File: config.mk
export PLATFORM = sky130hd
export DESIGN_NAME = fe_top
export DESIGN_NICKNAME = d
export VERILOG_FILES = /design/src/hw/fe_pkg.sv /design/src/hw/fe_itlb_if.sv /design/src/hw/fe_icache_if.sv /design/src/hw/fe_itlb.sv /design/src/hw/fe_icache.sv /design/src/hw/fe_fetch_ctrl.sv /design/src/hw/fe_top.sv
export VERILOG_INCLUDE_DIRS = /design/src /design/src/hw
export SDC_FILE = /design/constraint.sdc
export NUM_CORES = 2
export LEC_CHECK = 0
export ABC_AREA = 0
export CAP_MARGIN = 20
export CORE_ASPECT_RATIO = 1.4
export CORE_MARGIN = 2
export CORE_UTILIZATION = 42
export CTS_CLUSTER_DIAMETER = 40
export DETAILED_ROUTE_END_ITERATION = 12
export DONT_BUFFER_PORTS = 1
export PLACE_DENSITY_LB_ADDON = 0.05
export SETUP_SLACK_MARGIN = 0.4
export SYNTH_ARGS = -nofsm -noshare
export SYNTH_HDL_FRONTEND = slang
export SYNTH_SLANG_ARGS = --single-unit
export TNS_END_PERCENT = 100
File: constraint.sdc
create_clock -name clk_i -period 14.8 [get_ports clk_i]
set_input_delay 1.48 -clock clk_i [delete_from_list [all_inputs] [get_ports clk_i]]
set_output_delay 1.48 -clock clk_i [all_outputs]
set_load 0.05 [all_outputs]
File: src/hw/fe_config.svh
//==========================================================
// fetch front end configuration macros
// address widths, ITLB size, cache geometry, attribute rules
//==========================================================
`ifndef FE_CONFIG_SVH
`define FE_CONFIG_SVH

`define FE_VADDR_WIDTH 32
`define FE_PTAG_WIDTH 20
`define FE_ITLB_ENTRIES 4
`define FE_ICACHE_SETS 16
`define FE_LINE_WORDS 4
`define FE_INSTR_WIDTH 32

// pages with the top tag bit set bypass the cache
`define FE_UNCACHED_PTAG_MSB(ptag) (ptag[`FE_PTAG_WIDTH-1])
// the top quarter of the physical space has nothing behind it
`define FE_FAULT_PTAG_TOP(ptag) (ptag[`FE_PTAG_WIDTH-1 -: 2] == 2'b11)

`endif

File: src/hw/fe_pkg.sv
//==========================================================
// fetch front end types
// command opcodes, ITLB entry layout, cache FSM states
//==========================================================
`include "fe_config.svh"

package fe_pkg;

  typedef enum logic [1:0] {
    e_op_fetch        = 2'd0,
    e_op_tlb_fill     = 2'd1,
    e_op_tlb_fence    = 2'd2,
    e_op_icache_fence = 2'd3
  } fe_op_e;

  // a translation result, x is the execute permission
  typedef struct packed {
    logic [`FE_PTAG_WIDTH-1:0] ptag;
    logic                      x;
  } fe_tlb_entry_s;

  typedef enum logic [2:0] {
    e_ic_idle,
    e_ic_lookup,
    e_ic_refill,
    e_ic_uncached,
    e_ic_respond
  } fe_icache_state_e;

endpackage

File: src/hw/fe_itlb_if.sv
//==========================================================
// fetch controller to ITLB interface
//==========================================================
`timescale 1ns/10ps
`include "fe_config.svh"

interface fe_itlb_if;
  import fe_pkg::*;

  logic                      lookup_v;
  logic                      fill_v;
  logic                      flush_v;
  logic [`FE_PTAG_WIDTH-1:0] vtag;
  fe_tlb_entry_s             fill_entry;
  logic                      hit_v;
  logic                      miss_v;
  fe_tlb_entry_s             hit_entry;

  modport ctrl (output lookup_v, fill_v, flush_v, vtag, fill_entry,
                input  hit_v, miss_v, hit_entry);
  modport tlb  (input  lookup_v, fill_v, flush_v, vtag, fill_entry,
                output hit_v, miss_v, hit_entry);
endinterface

File: src/hw/fe_icache_if.sv
//==========================================================
// fetch controller to instruction cache interface
//==========================================================
`timescale 1ns/10ps
`include "fe_config.svh"

interface fe_icache_if;
  import fe_pkg::*;

  logic                       req_v;
  fe_op_e                     req_op;
  logic [`FE_VADDR_WIDTH-1:0] vaddr;
  // second cycle of a fetch
  logic [`FE_PTAG_WIDTH-1:0]  ptag;
  logic                       ptag_v;
  logic                       uncached;
  logic                       poison;
  logic [`FE_INSTR_WIDTH-1:0] data;
  logic                       data_v;
  logic                       miss_done;
  logic                       busy;

  modport ctrl  (output req_v, req_op, vaddr, ptag, ptag_v, uncached, poison,
                 input  data, data_v, miss_done, busy);
  modport cache (input  req_v, req_op, vaddr, ptag, ptag_v, uncached, poison,
                 output data, data_v, miss_done, busy);
endinterface

File: src/hw/fe_itlb.sv
//==========================================================
// fully associative ITLB
// registered lookup, round-robin fill, flush
//==========================================================
`timescale 1ns/10ps
`include "fe_config.svh"

module fe_itlb (
  input logic    clk_i,
  input logic    reset_i,
  fe_itlb_if.tlb tlb
);
  import fe_pkg::*;

  localparam int ptr_width_lp = $clog2(`FE_ITLB_ENTRIES);

  logic [`FE_ITLB_ENTRIES-1:0] valid_r;
  logic [`FE_PTAG_WIDTH-1:0]   vtag_r [`FE_ITLB_ENTRIES];
  fe_tlb_entry_s               entry_r [`FE_ITLB_ENTRIES];
  logic [ptr_width_lp-1:0]     rr_ptr_r;
  logic [`FE_ITLB_ENTRIES-1:0] match;
  logic [ptr_width_lp-1:0]     match_idx;
  logic [ptr_width_lp-1:0]     fill_idx;
  logic                        hit_v_r;
  logic                        miss_v_r;
  fe_tlb_entry_s               hit_entry_r;

  always_comb begin
    match_idx = '0;
    for (int i = 0; i < `FE_ITLB_ENTRIES; i++) begin
      match[i] = valid_r[i] & (vtag_r[i] == tlb.vtag);
      if (match[i]) begin
        match_idx = ptr_width_lp'(i);
      end
    end
  end

  // a refill of a present page reuses its slot
  assign fill_idx = (|match) ? match_idx : rr_ptr_r;

  always_ff @(posedge clk_i) begin
    if (reset_i) begin
      valid_r  <= '0;
      rr_ptr_r <= '0;
      hit_v_r  <= 1'b0;
      miss_v_r <= 1'b0;
    end else begin
      hit_v_r  <= tlb.lookup_v & (|match);
      miss_v_r <= tlb.lookup_v & ~(|match);
      if (tlb.flush_v) begin
        valid_r <= '0;
      end else if (tlb.fill_v) begin
        valid_r[fill_idx] <= 1'b1;
        if (!(|match)) begin
          rr_ptr_r <= rr_ptr_r + 1'b1;
        end
      end
    end
  end

  always_ff @(posedge clk_i) begin
    if (tlb.lookup_v) begin
      hit_entry_r <= entry_r[match_idx];
    end
    if (tlb.fill_v) begin
      vtag_r[fill_idx]  <= tlb.vtag;
      entry_r[fill_idx] <= tlb.fill_entry;
    end
  end

  assign tlb.hit_v     = hit_v_r;
  assign tlb.miss_v    = miss_v_r;
  assign tlb.hit_entry = hit_entry_r;

  // fills never leave two slots with the same tag
  a_hit_onehot: assert property (@(posedge clk_i) disable iff (reset_i)
    tlb.lookup_v |-> $onehot0(match));

endmodule

File: src/hw/fe_icache.sv
//==========================================================
// direct-mapped, physically tagged instruction cache
// refill and uncached read FSM on a word-wide memory port
//==========================================================
`timescale 1ns/10ps
`include "fe_config.svh"

module fe_icache (
  input  logic                         clk_i,
  input  logic                         reset_i,
  fe_icache_if.cache                   cache,
  output logic                         mem_req_v_o,
  output logic [`FE_VADDR_WIDTH-3:0]   mem_req_addr_o,
  input  logic                         mem_resp_v_i,
  input  logic [`FE_INSTR_WIDTH-1:0]   mem_resp_data_i
);
  import fe_pkg::*;

  localparam int index_width_lp  = $clog2(`FE_ICACHE_SETS);
  localparam int offset_width_lp = $clog2(`FE_LINE_WORDS);
  localparam int page_bits_lp    = `FE_VADDR_WIDTH - `FE_PTAG_WIDTH;
  localparam int line_lsb_lp     = index_width_lp + offset_width_lp + 2;
  localparam int tag_width_lp    = `FE_PTAG_WIDTH + page_bits_lp - line_lsb_lp;

  fe_icache_state_e             state_r;
  fe_icache_state_e             state_n;
  logic [`FE_ICACHE_SETS-1:0]   valid_r;
  logic [tag_width_lp-1:0]      tag_mem [`FE_ICACHE_SETS];
  logic [`FE_INSTR_WIDTH-1:0]   data_mem [`FE_ICACHE_SETS*`FE_LINE_WORDS];
  logic [`FE_VADDR_WIDTH-1:0]   vaddr_r;
  logic [`FE_PTAG_WIDTH-1:0]    ptag_r;
  logic                         uncached_r;
  logic [offset_width_lp-1:0]   cnt_r;
  logic                         wait_r;
  logic [`FE_INSTR_WIDTH-1:0]   word_r;
  logic [index_width_lp-1:0]    index;
  logic [offset_width_lp-1:0]   offset;
  logic [tag_width_lp-1:0]      lookup_tag;
  logic                         hit;
  logic                         lookup_ok;
  logic                         last_resp;

  assign index      = vaddr_r[offset_width_lp+2 +: index_width_lp];
  assign offset     = vaddr_r[2 +: offset_width_lp];
  assign lookup_tag = {cache.ptag, vaddr_r[page_bits_lp-1:line_lsb_lp]};
  assign hit        = valid_r[index] & (tag_mem[index] == lookup_tag);
  assign lookup_ok  = (state_r == e_ic_lookup) & cache.ptag_v & ~cache.poison;
  assign last_resp  = mem_resp_v_i & ((state_r == e_ic_uncached) |
                      ((state_r == e_ic_refill) & (cnt_r == '1)));

  //==========================================================
  // state machine
  //==========================================================
  always_comb begin
    state_n = state_r;
    unique case (state_r)
      e_ic_idle: begin
        if (cache.req_v && cache.req_op == e_op_fetch) begin
          state_n = e_ic_lookup;
        end
      end
      e_ic_lookup: begin
        if (!lookup_ok) state_n = e_ic_idle;
        else if (cache.uncached) state_n = e_ic_uncached;
        else if (hit) state_n = e_ic_idle;
        else state_n = e_ic_refill;
      end
      e_ic_refill,
      e_ic_uncached: begin
        if (last_resp) state_n = e_ic_respond;
      end
      default: state_n = e_ic_idle;
    endcase
  end

  always_ff @(posedge clk_i) begin
    if (reset_i) begin
      state_r <= e_ic_idle;
      wait_r  <= 1'b0;
      cnt_r   <= '0;
      valid_r <= '0;
    end else begin
      state_r <= state_n;
      if (mem_req_v_o) wait_r <= 1'b1;
      else if (mem_resp_v_i) wait_r <= 1'b0;
      if (state_r == e_ic_lookup) cnt_r <= '0;
      else if (state_r == e_ic_refill && mem_resp_v_i) cnt_r <= cnt_r + 1'b1;
      if (state_r == e_ic_idle && cache.req_v && cache.req_op == e_op_icache_fence) begin
        valid_r <= '0;
      end else if (state_r == e_ic_respond && !uncached_r) begin
        valid_r[index] <= 1'b1;
      end
    end
  end

  //==========================================================
  // arrays and request context
  //==========================================================
  always_ff @(posedge clk_i) begin
    if (state_r == e_ic_idle && cache.req_v) vaddr_r <= cache.vaddr;
    if (state_r == e_ic_lookup) begin
      ptag_r     <= cache.ptag;
      uncached_r <= cache.uncached;
    end
    if (state_r == e_ic_refill && mem_resp_v_i) begin
      data_mem[{index, cnt_r}] <= mem_resp_data_i;
      if (cnt_r == offset) word_r <= mem_resp_data_i;
    end
    if (state_r == e_ic_respond && !uncached_r) begin
      tag_mem[index] <= {ptag_r, vaddr_r[page_bits_lp-1:line_lsb_lp]};
    end
  end

  // words go out in address order, one at a time
  assign mem_req_v_o    = ((state_r == e_ic_refill) | (state_r == e_ic_uncached)) & ~wait_r;
  assign mem_req_addr_o = (state_r == e_ic_uncached) ? {ptag_r, vaddr_r[page_bits_lp-1:2]}
                        : {ptag_r, vaddr_r[page_bits_lp-1:offset_width_lp+2], cnt_r};

  always_comb begin
    if (state_r == e_ic_lookup) cache.data = data_mem[{index, offset}];
    else if (state_r == e_ic_uncached || cnt_r == offset) cache.data = mem_resp_data_i;
    else cache.data = word_r;
  end

  assign cache.data_v    = (lookup_ok & ~cache.uncached & hit) | last_resp;
  assign cache.miss_done = last_resp;
  assign cache.busy      = (state_r != e_ic_idle);

  a_one_outstanding: assert property (@(posedge clk_i) disable iff (reset_i)
    mem_req_v_o |=> (!mem_req_v_o until_with mem_resp_v_i));

endmodule

File: src/hw/fe_fetch_ctrl.sv
//==========================================================
// fetch controller
// command decode, translation select, attribute and fault
// checks, response stage and busy status
//==========================================================
`timescale 1ns/10ps
`include "fe_config.svh"

module fe_fetch_ctrl (
  input  logic                       clk_i,
  input  logic                       reset_i,
  input  logic                       cmd_v_i,
  input  fe_pkg::fe_op_e             cmd_op_i,
  input  logic [`FE_VADDR_WIDTH-1:0] cmd_vaddr_i,
  input  fe_pkg::fe_tlb_entry_s      cmd_entry_i,
  input  logic                       trans_en_i,
  output logic                       busy_o,
  output logic                       resp_v_o,
  output logic [`FE_INSTR_WIDTH-1:0] resp_instr_o,
  output logic                       resp_itlb_miss_o,
  output logic                       resp_access_fault_o,
  output logic                       resp_page_fault_o,
  fe_itlb_if.ctrl                    itlb,
  fe_icache_if.ctrl                  icache
);
  import fe_pkg::*;

  logic                       fetch_v;
  logic                       fetch_v_r;
  logic                       trans_r;
  logic [`FE_PTAG_WIDTH-1:0]  vtag_r;
  logic [`FE_PTAG_WIDTH-1:0]  ptag_sel;
  logic                       ptag_v;
  logic                       exec_ok;
  logic                       itlb_miss;
  logic                       page_fault;
  logic                       access_fault;
  logic                       any_flag;
  logic                       resp_v_d;
  logic                       mem_wait_r;
  logic                       fetch_act_r;
  logic                       side_r;
  logic                       resp_v_r;
  logic                       itlb_miss_r;
  logic                       page_fault_r;
  logic                       access_fault_r;
  logic [`FE_INSTR_WIDTH-1:0] instr_r;

  //==========================================================
  // stage one, command decode
  //==========================================================
  assign fetch_v         = cmd_v_i & (cmd_op_i == e_op_fetch);
  assign itlb.lookup_v   = fetch_v & trans_en_i;
  assign itlb.fill_v     = cmd_v_i & (cmd_op_i == e_op_tlb_fill);
  assign itlb.flush_v    = cmd_v_i & (cmd_op_i == e_op_tlb_fence);
  assign itlb.vtag       = cmd_vaddr_i[`FE_VADDR_WIDTH-1 -: `FE_PTAG_WIDTH];
  assign itlb.fill_entry = cmd_entry_i;
  assign icache.req_v    = fetch_v | (cmd_v_i & (cmd_op_i == e_op_icache_fence));
  assign icache.req_op   = cmd_op_i;
  assign icache.vaddr    = cmd_vaddr_i;

  always_ff @(posedge clk_i) begin
    if (reset_i) begin
      fetch_v_r <= 1'b0;
      trans_r   <= 1'b0;
    end else begin
      fetch_v_r <= fetch_v;
      if (fetch_v) trans_r <= trans_en_i;
    end
  end

  // the untranslated page tag for the passthrough case
  always_ff @(posedge clk_i) begin
    if (fetch_v) vtag_r <= cmd_vaddr_i[`FE_VADDR_WIDTH-1 -: `FE_PTAG_WIDTH];
  end

  //==========================================================
  // stage two, translation and checks
  //==========================================================
  assign ptag_sel     = trans_r ? itlb.hit_entry.ptag : vtag_r;
  assign ptag_v       = fetch_v_r & (~trans_r | itlb.hit_v);
  assign exec_ok      = ~trans_r | itlb.hit_entry.x;
  // priority is miss, then page fault, then access fault
  assign itlb_miss    = fetch_v_r & trans_r & itlb.miss_v;
  assign page_fault   = ptag_v & ~exec_ok;
  assign access_fault = ptag_v & exec_ok & `FE_FAULT_PTAG_TOP(ptag_sel);
  assign any_flag     = itlb_miss | page_fault | access_fault;

  assign icache.ptag     = ptag_sel;
  assign icache.ptag_v   = ptag_v;
  assign icache.uncached = `FE_UNCACHED_PTAG_MSB(ptag_sel);
  assign icache.poison   = any_flag;

  assign resp_v_d = (fetch_v_r & (any_flag | icache.data_v)) | (mem_wait_r & icache.miss_done);

  always_ff @(posedge clk_i) begin
    if (reset_i) begin
      mem_wait_r     <= 1'b0;
      fetch_act_r    <= 1'b0;
      side_r         <= 1'b0;
      resp_v_r       <= 1'b0;
      itlb_miss_r    <= 1'b0;
      page_fault_r   <= 1'b0;
      access_fault_r <= 1'b0;
    end else begin
      if (fetch_v_r && !any_flag && !icache.data_v) mem_wait_r <= 1'b1;
      else if (icache.miss_done) mem_wait_r <= 1'b0;
      if (fetch_v) fetch_act_r <= 1'b1;
      else if (resp_v_r) fetch_act_r <= 1'b0;
      side_r         <= cmd_v_i & ~fetch_v;
      resp_v_r       <= resp_v_d;
      itlb_miss_r    <= itlb_miss;
      page_fault_r   <= page_fault;
      access_fault_r <= access_fault;
    end
  end

  always_ff @(posedge clk_i) begin
    if (icache.data_v) instr_r <= icache.data;
  end

  assign busy_o              = fetch_act_r | side_r | icache.busy;
  assign resp_v_o            = resp_v_r;
  assign resp_instr_o        = instr_r;
  assign resp_itlb_miss_o    = itlb_miss_r;
  assign resp_page_fault_o   = page_fault_r;
  assign resp_access_fault_o = access_fault_r;

  a_no_cmd_when_busy: assert property (@(posedge clk_i) disable iff (reset_i)
    cmd_v_i |-> !busy_o);

endmodule

File: src/hw/fe_top.sv
//==========================================================
// instruction fetch front end top level
// fetch controller, ITLB and instruction cache
//==========================================================
`timescale 1ns/10ps
`include "fe_config.svh"

module fe_top (
  input  logic                       clk_i,
  input  logic                       reset_i,
  input  logic                       cmd_v_i,
  input  fe_pkg::fe_op_e             cmd_op_i,
  input  logic [`FE_VADDR_WIDTH-1:0] cmd_vaddr_i,
  input  fe_pkg::fe_tlb_entry_s      cmd_entry_i,
  input  logic                       trans_en_i,
  output logic                       busy_o,
  output logic                       resp_v_o,
  output logic [`FE_INSTR_WIDTH-1:0] resp_instr_o,
  output logic                       resp_itlb_miss_o,
  output logic                       resp_access_fault_o,
  output logic                       resp_page_fault_o,
  output logic                       mem_req_v_o,
  output logic [`FE_VADDR_WIDTH-3:0] mem_req_addr_o,
  input  logic                       mem_resp_v_i,
  input  logic [`FE_INSTR_WIDTH-1:0] mem_resp_data_i
);

  fe_itlb_if   itlb_if ();
  fe_icache_if icache_if ();

  fe_fetch_ctrl i_ctrl (
    .clk_i               (clk_i),
    .reset_i             (reset_i),
    .cmd_v_i             (cmd_v_i),
    .cmd_op_i            (cmd_op_i),
    .cmd_vaddr_i         (cmd_vaddr_i),
    .cmd_entry_i         (cmd_entry_i),
    .trans_en_i          (trans_en_i),
    .busy_o              (busy_o),
    .resp_v_o            (resp_v_o),
    .resp_instr_o        (resp_instr_o),
    .resp_itlb_miss_o    (resp_itlb_miss_o),
    .resp_access_fault_o (resp_access_fault_o),
    .resp_page_fault_o   (resp_page_fault_o),
    .itlb                (itlb_if.ctrl),
    .icache              (icache_if.ctrl)
  );

  fe_itlb i_itlb (
    .clk_i   (clk_i),
    .reset_i (reset_i),
    .tlb     (itlb_if.tlb)
  );

  fe_icache i_icache (
    .clk_i           (clk_i),
    .reset_i         (reset_i),
    .cache           (icache_if.cache),
    .mem_req_v_o     (mem_req_v_o),
    .mem_req_addr_o  (mem_req_addr_o),
    .mem_resp_v_i    (mem_resp_v_i),
    .mem_resp_data_i (mem_resp_data_i)
  );

endmodule

==> results.md <==
* Unrepaired setup endpoints after global routing: no
* Port bufs at 0
* Kind of critical path: flop to flop
* Sequential element share of the synthesized area at 78.0%
* CTS max path bufs at 4
* All-Layer GR Usage at around a quarter
* Mux cell area share after synthesis at between 10% and 20%
* Pwr Total at 18.4 mW
* Seq cells post-synth at 2,776
* Xor/xnor share of the synthesized area at between 1 and 1.5%
* Critical path arrival at between 6000 and 7000 ps
* Synth Area in Compound Gates at less than 1%
* Initial antenna violation count at 6
* CTS Hold Bufs at 0
* Synth async-reset ratio at 0%
* CTS tree: done
* Vias in the first global route at between 50k and 60k
* Synth warn at 0
* GRT Residual Overflow at 0
* Via/cell ratio at a little under 6
* Post-Syn Instances at between 4k and 5k
* Fmax at 174 MHz
* WL final at roughly 300,000 um
* DRC at 0
* CP endpoint kind: flop
* Post-DP HPWL at 171,000 um
* Die W at 429 um
* CTS resizes at 0
* DRT iter0 DRCs at approximately 4.7k
* H-tree levels at 5
* Average size of a mapped cell at about 23 um2
* EDFF count, synth at approximately 2.7k
* # IOs at 160
* Root Driver: clkbuf_16
* Worst Setup Start Kind: flop
* Critical Path Fanout Max at 79
* Power per cell area at 150 nW/um2
* Setup bufs post-CTS at 0
* Drt first pass iters at 8
* Post-Route Setup TNS at 0 ps
* First-pass GRT wire length at 419,000 um
* Pins over their slew limit at 0
* DR WL/cell at roughly 36 um
* Hold_ws at around 460 ps
* Fraction of layout cells with a size suffix above 1 at 30.9%
* Clk_lat worst skew at between 800 and 900 ps
* Worst slew margin at 25.5%
* Worst-Margin Slew at 1120 ps
* Worst VDD drop at between 0.08 and 0.09 mV
* Final Hold Fails at 0
* # setup viols final at 0
* Ys flop type: edfxtp_1
* Most frequent cells in the layout: edfxtp_1, mux4_2, clkbuf_16
* Rows at 218
* Crit path time final at approximately 5800 ps
* Count of cell types in the netlist at just under 70
* Cell Area, Synth at around 110,000 um2
* Largest net degree at the start of global routing at 123
* Core area at roughly 250,000 um2
* Adder-Cell Fraction of Synth Area at less than 1%
* Largest family of logic cells by synthesized area: multiplexers
* Synth Area in Simple Gates at between 1 and 1.5%
* Worst min-delay path category: flop to flop
* TritonCTS Buffers at 338
* Via count at 49.2k
* Antenna Nets Post-Route at 0
* Worst-path clk slew at about 60 ps
* Most common cell after layout, fill and taps aside: edfxtp_1
* Die area at ~260,000 um2
* Starting Density at a little over two fifths
* Routability congestion estimate at around 0.79
* Die H at approximately 600 um
* R2R Setup Slk at approximately 9000 ps
* Status: finished clean
* Syn_nets at about 4.7k
* Area Growth Syn to Fin at 15.4%
* Layout Skew at approximately 34 ps
* Data required time of the worst path at 15,290 ps
* Number of nets in the layout at around 4.9k
* P_leak at between 30 and 40 nW
* Clk sink count at roughly 2.8k
* Tcrit/Tclk final at 38.9%
* Max Cap Viol at 0
## area by class of cell
class                           instances  area [um2]
Fill cell                           20308      129000
Sequential cell                      2776       82900
Multi-Input combinational cell       1522       23000
Clock buffer                          392        8920
Tap cell                             3300        4130
Clock inverter                        218        2350
Timing Repair Buffer                  152        1280
Inverter                               31         126
Antenna cell                            4        10.0
## sequential cells by signal, indices dropped and copies added, names as in the netlist, 2 cells and up, named ones only
signal,flops
i_ctrl.resp_instr_o,32
i_icache.vaddr_r,10
i_icache.ptag_r,20
i_itlb.vtag_r,80
i_itlb.rr_ptr_r,2
i_icache.tag_mem,384
i_icache.data_mem,2048
i_icache.cnt_r,2
i_icache.valid_r,16
i_itlb.entry_r,84
i_itlb.valid_r,4
i_itlb.tlb.hit_entry,21
i_icache.state_r,3
i_icache.word_r,32
i_ctrl.vtag_r,20
## worst paths after layout
| path | startpoint | endpoint | depth (start not counted) |
|---|---|---|---|
| worst max-delay path | flop | i_ctrl.resp_instr_o[13] | 11 |
| worst max register to register | flop | i_ctrl.resp_instr_o[13] | 11 |
| worst min-delay path | i_itlb.valid_r[0] | i_itlb.valid_r[0] | 1 |
| worst min register to register | i_itlb.valid_r[0] | i_itlb.valid_r[0] | 1 |
## Yosys cell counts, types with 30 or more instances
cell      count  area, um2
a21oi_1      38        190
buf_1        52        195
clkbuf_1    139        522
dfxtp_1      45        901
edfxtp_1   2731      82000
mux2_2       30        338
mux2i_1     126       1260
mux4_2      751      16900
nand2_1      95        357
nor2_1      125        469
o21ai_0      43        215
xnor2_1      98        858
xor2_1       30        263
## metrics by stage
| stage | setup WS, ps | instances | util, % | cell area (um2) |
|---|---|---|---|---|
| 2_1_floorplan | 8390 | 4560 | - | 106000 |
| 3_3_place_gp | 8890 | 7774 | 44.2 | 111000 |
| 3_5_place_dp | 8880 | 7777 | 44.2 | 111000 |
| 4_1_cts | 8860 | 8387 | 48.7 | 123000 |
| 5_1_grt | 8900 | 8392 | 48.7 | 123000 |
| 6_report | 9040 | 8395 | 48.7 | 123000 |
## critical path, cell delays in order, from the launching register on
cell and delay (ps):
dfxtp_4 690, buf_4 690, buf_12 610, mux4_2 620, xor2_1 250, a21oi_1 110, nor2_1 320, nand4_1 340
or4_1 620, or3_4 430, nand2_2 80, buf_4 490
## layer usage
metal | global-route usage (%) | part of all wire [%]
met5 | 0 | 0.0043
met4 | 7.16 | 3.1
met3 | 4.43 | 5.6
met2 | 42.3 | 53
met1 | 29.3 | 38
## report_power, final
| part | leakage (nW) | internal, mW | switching (mW) |
|---|---|---|---|
| clock network | 5.46 | 5.00 | 3.34 |
| logic | 7.72 | 0.631 | 0.686 |
| registers | 24.9 | 8.67 | 0.0735 |
## cells by family after synthesis
| group | after synthesis |
|---|---|
| mux | 912 |
| fa+ha+maj | 1 |
| simple gates | 325 |
| xor+xnor | 128 |
| compound gates | 156 |
| flops | 2776 |
| buf+inv | 262 |
No activity file was read; power rests on OpenSTA's default activity.
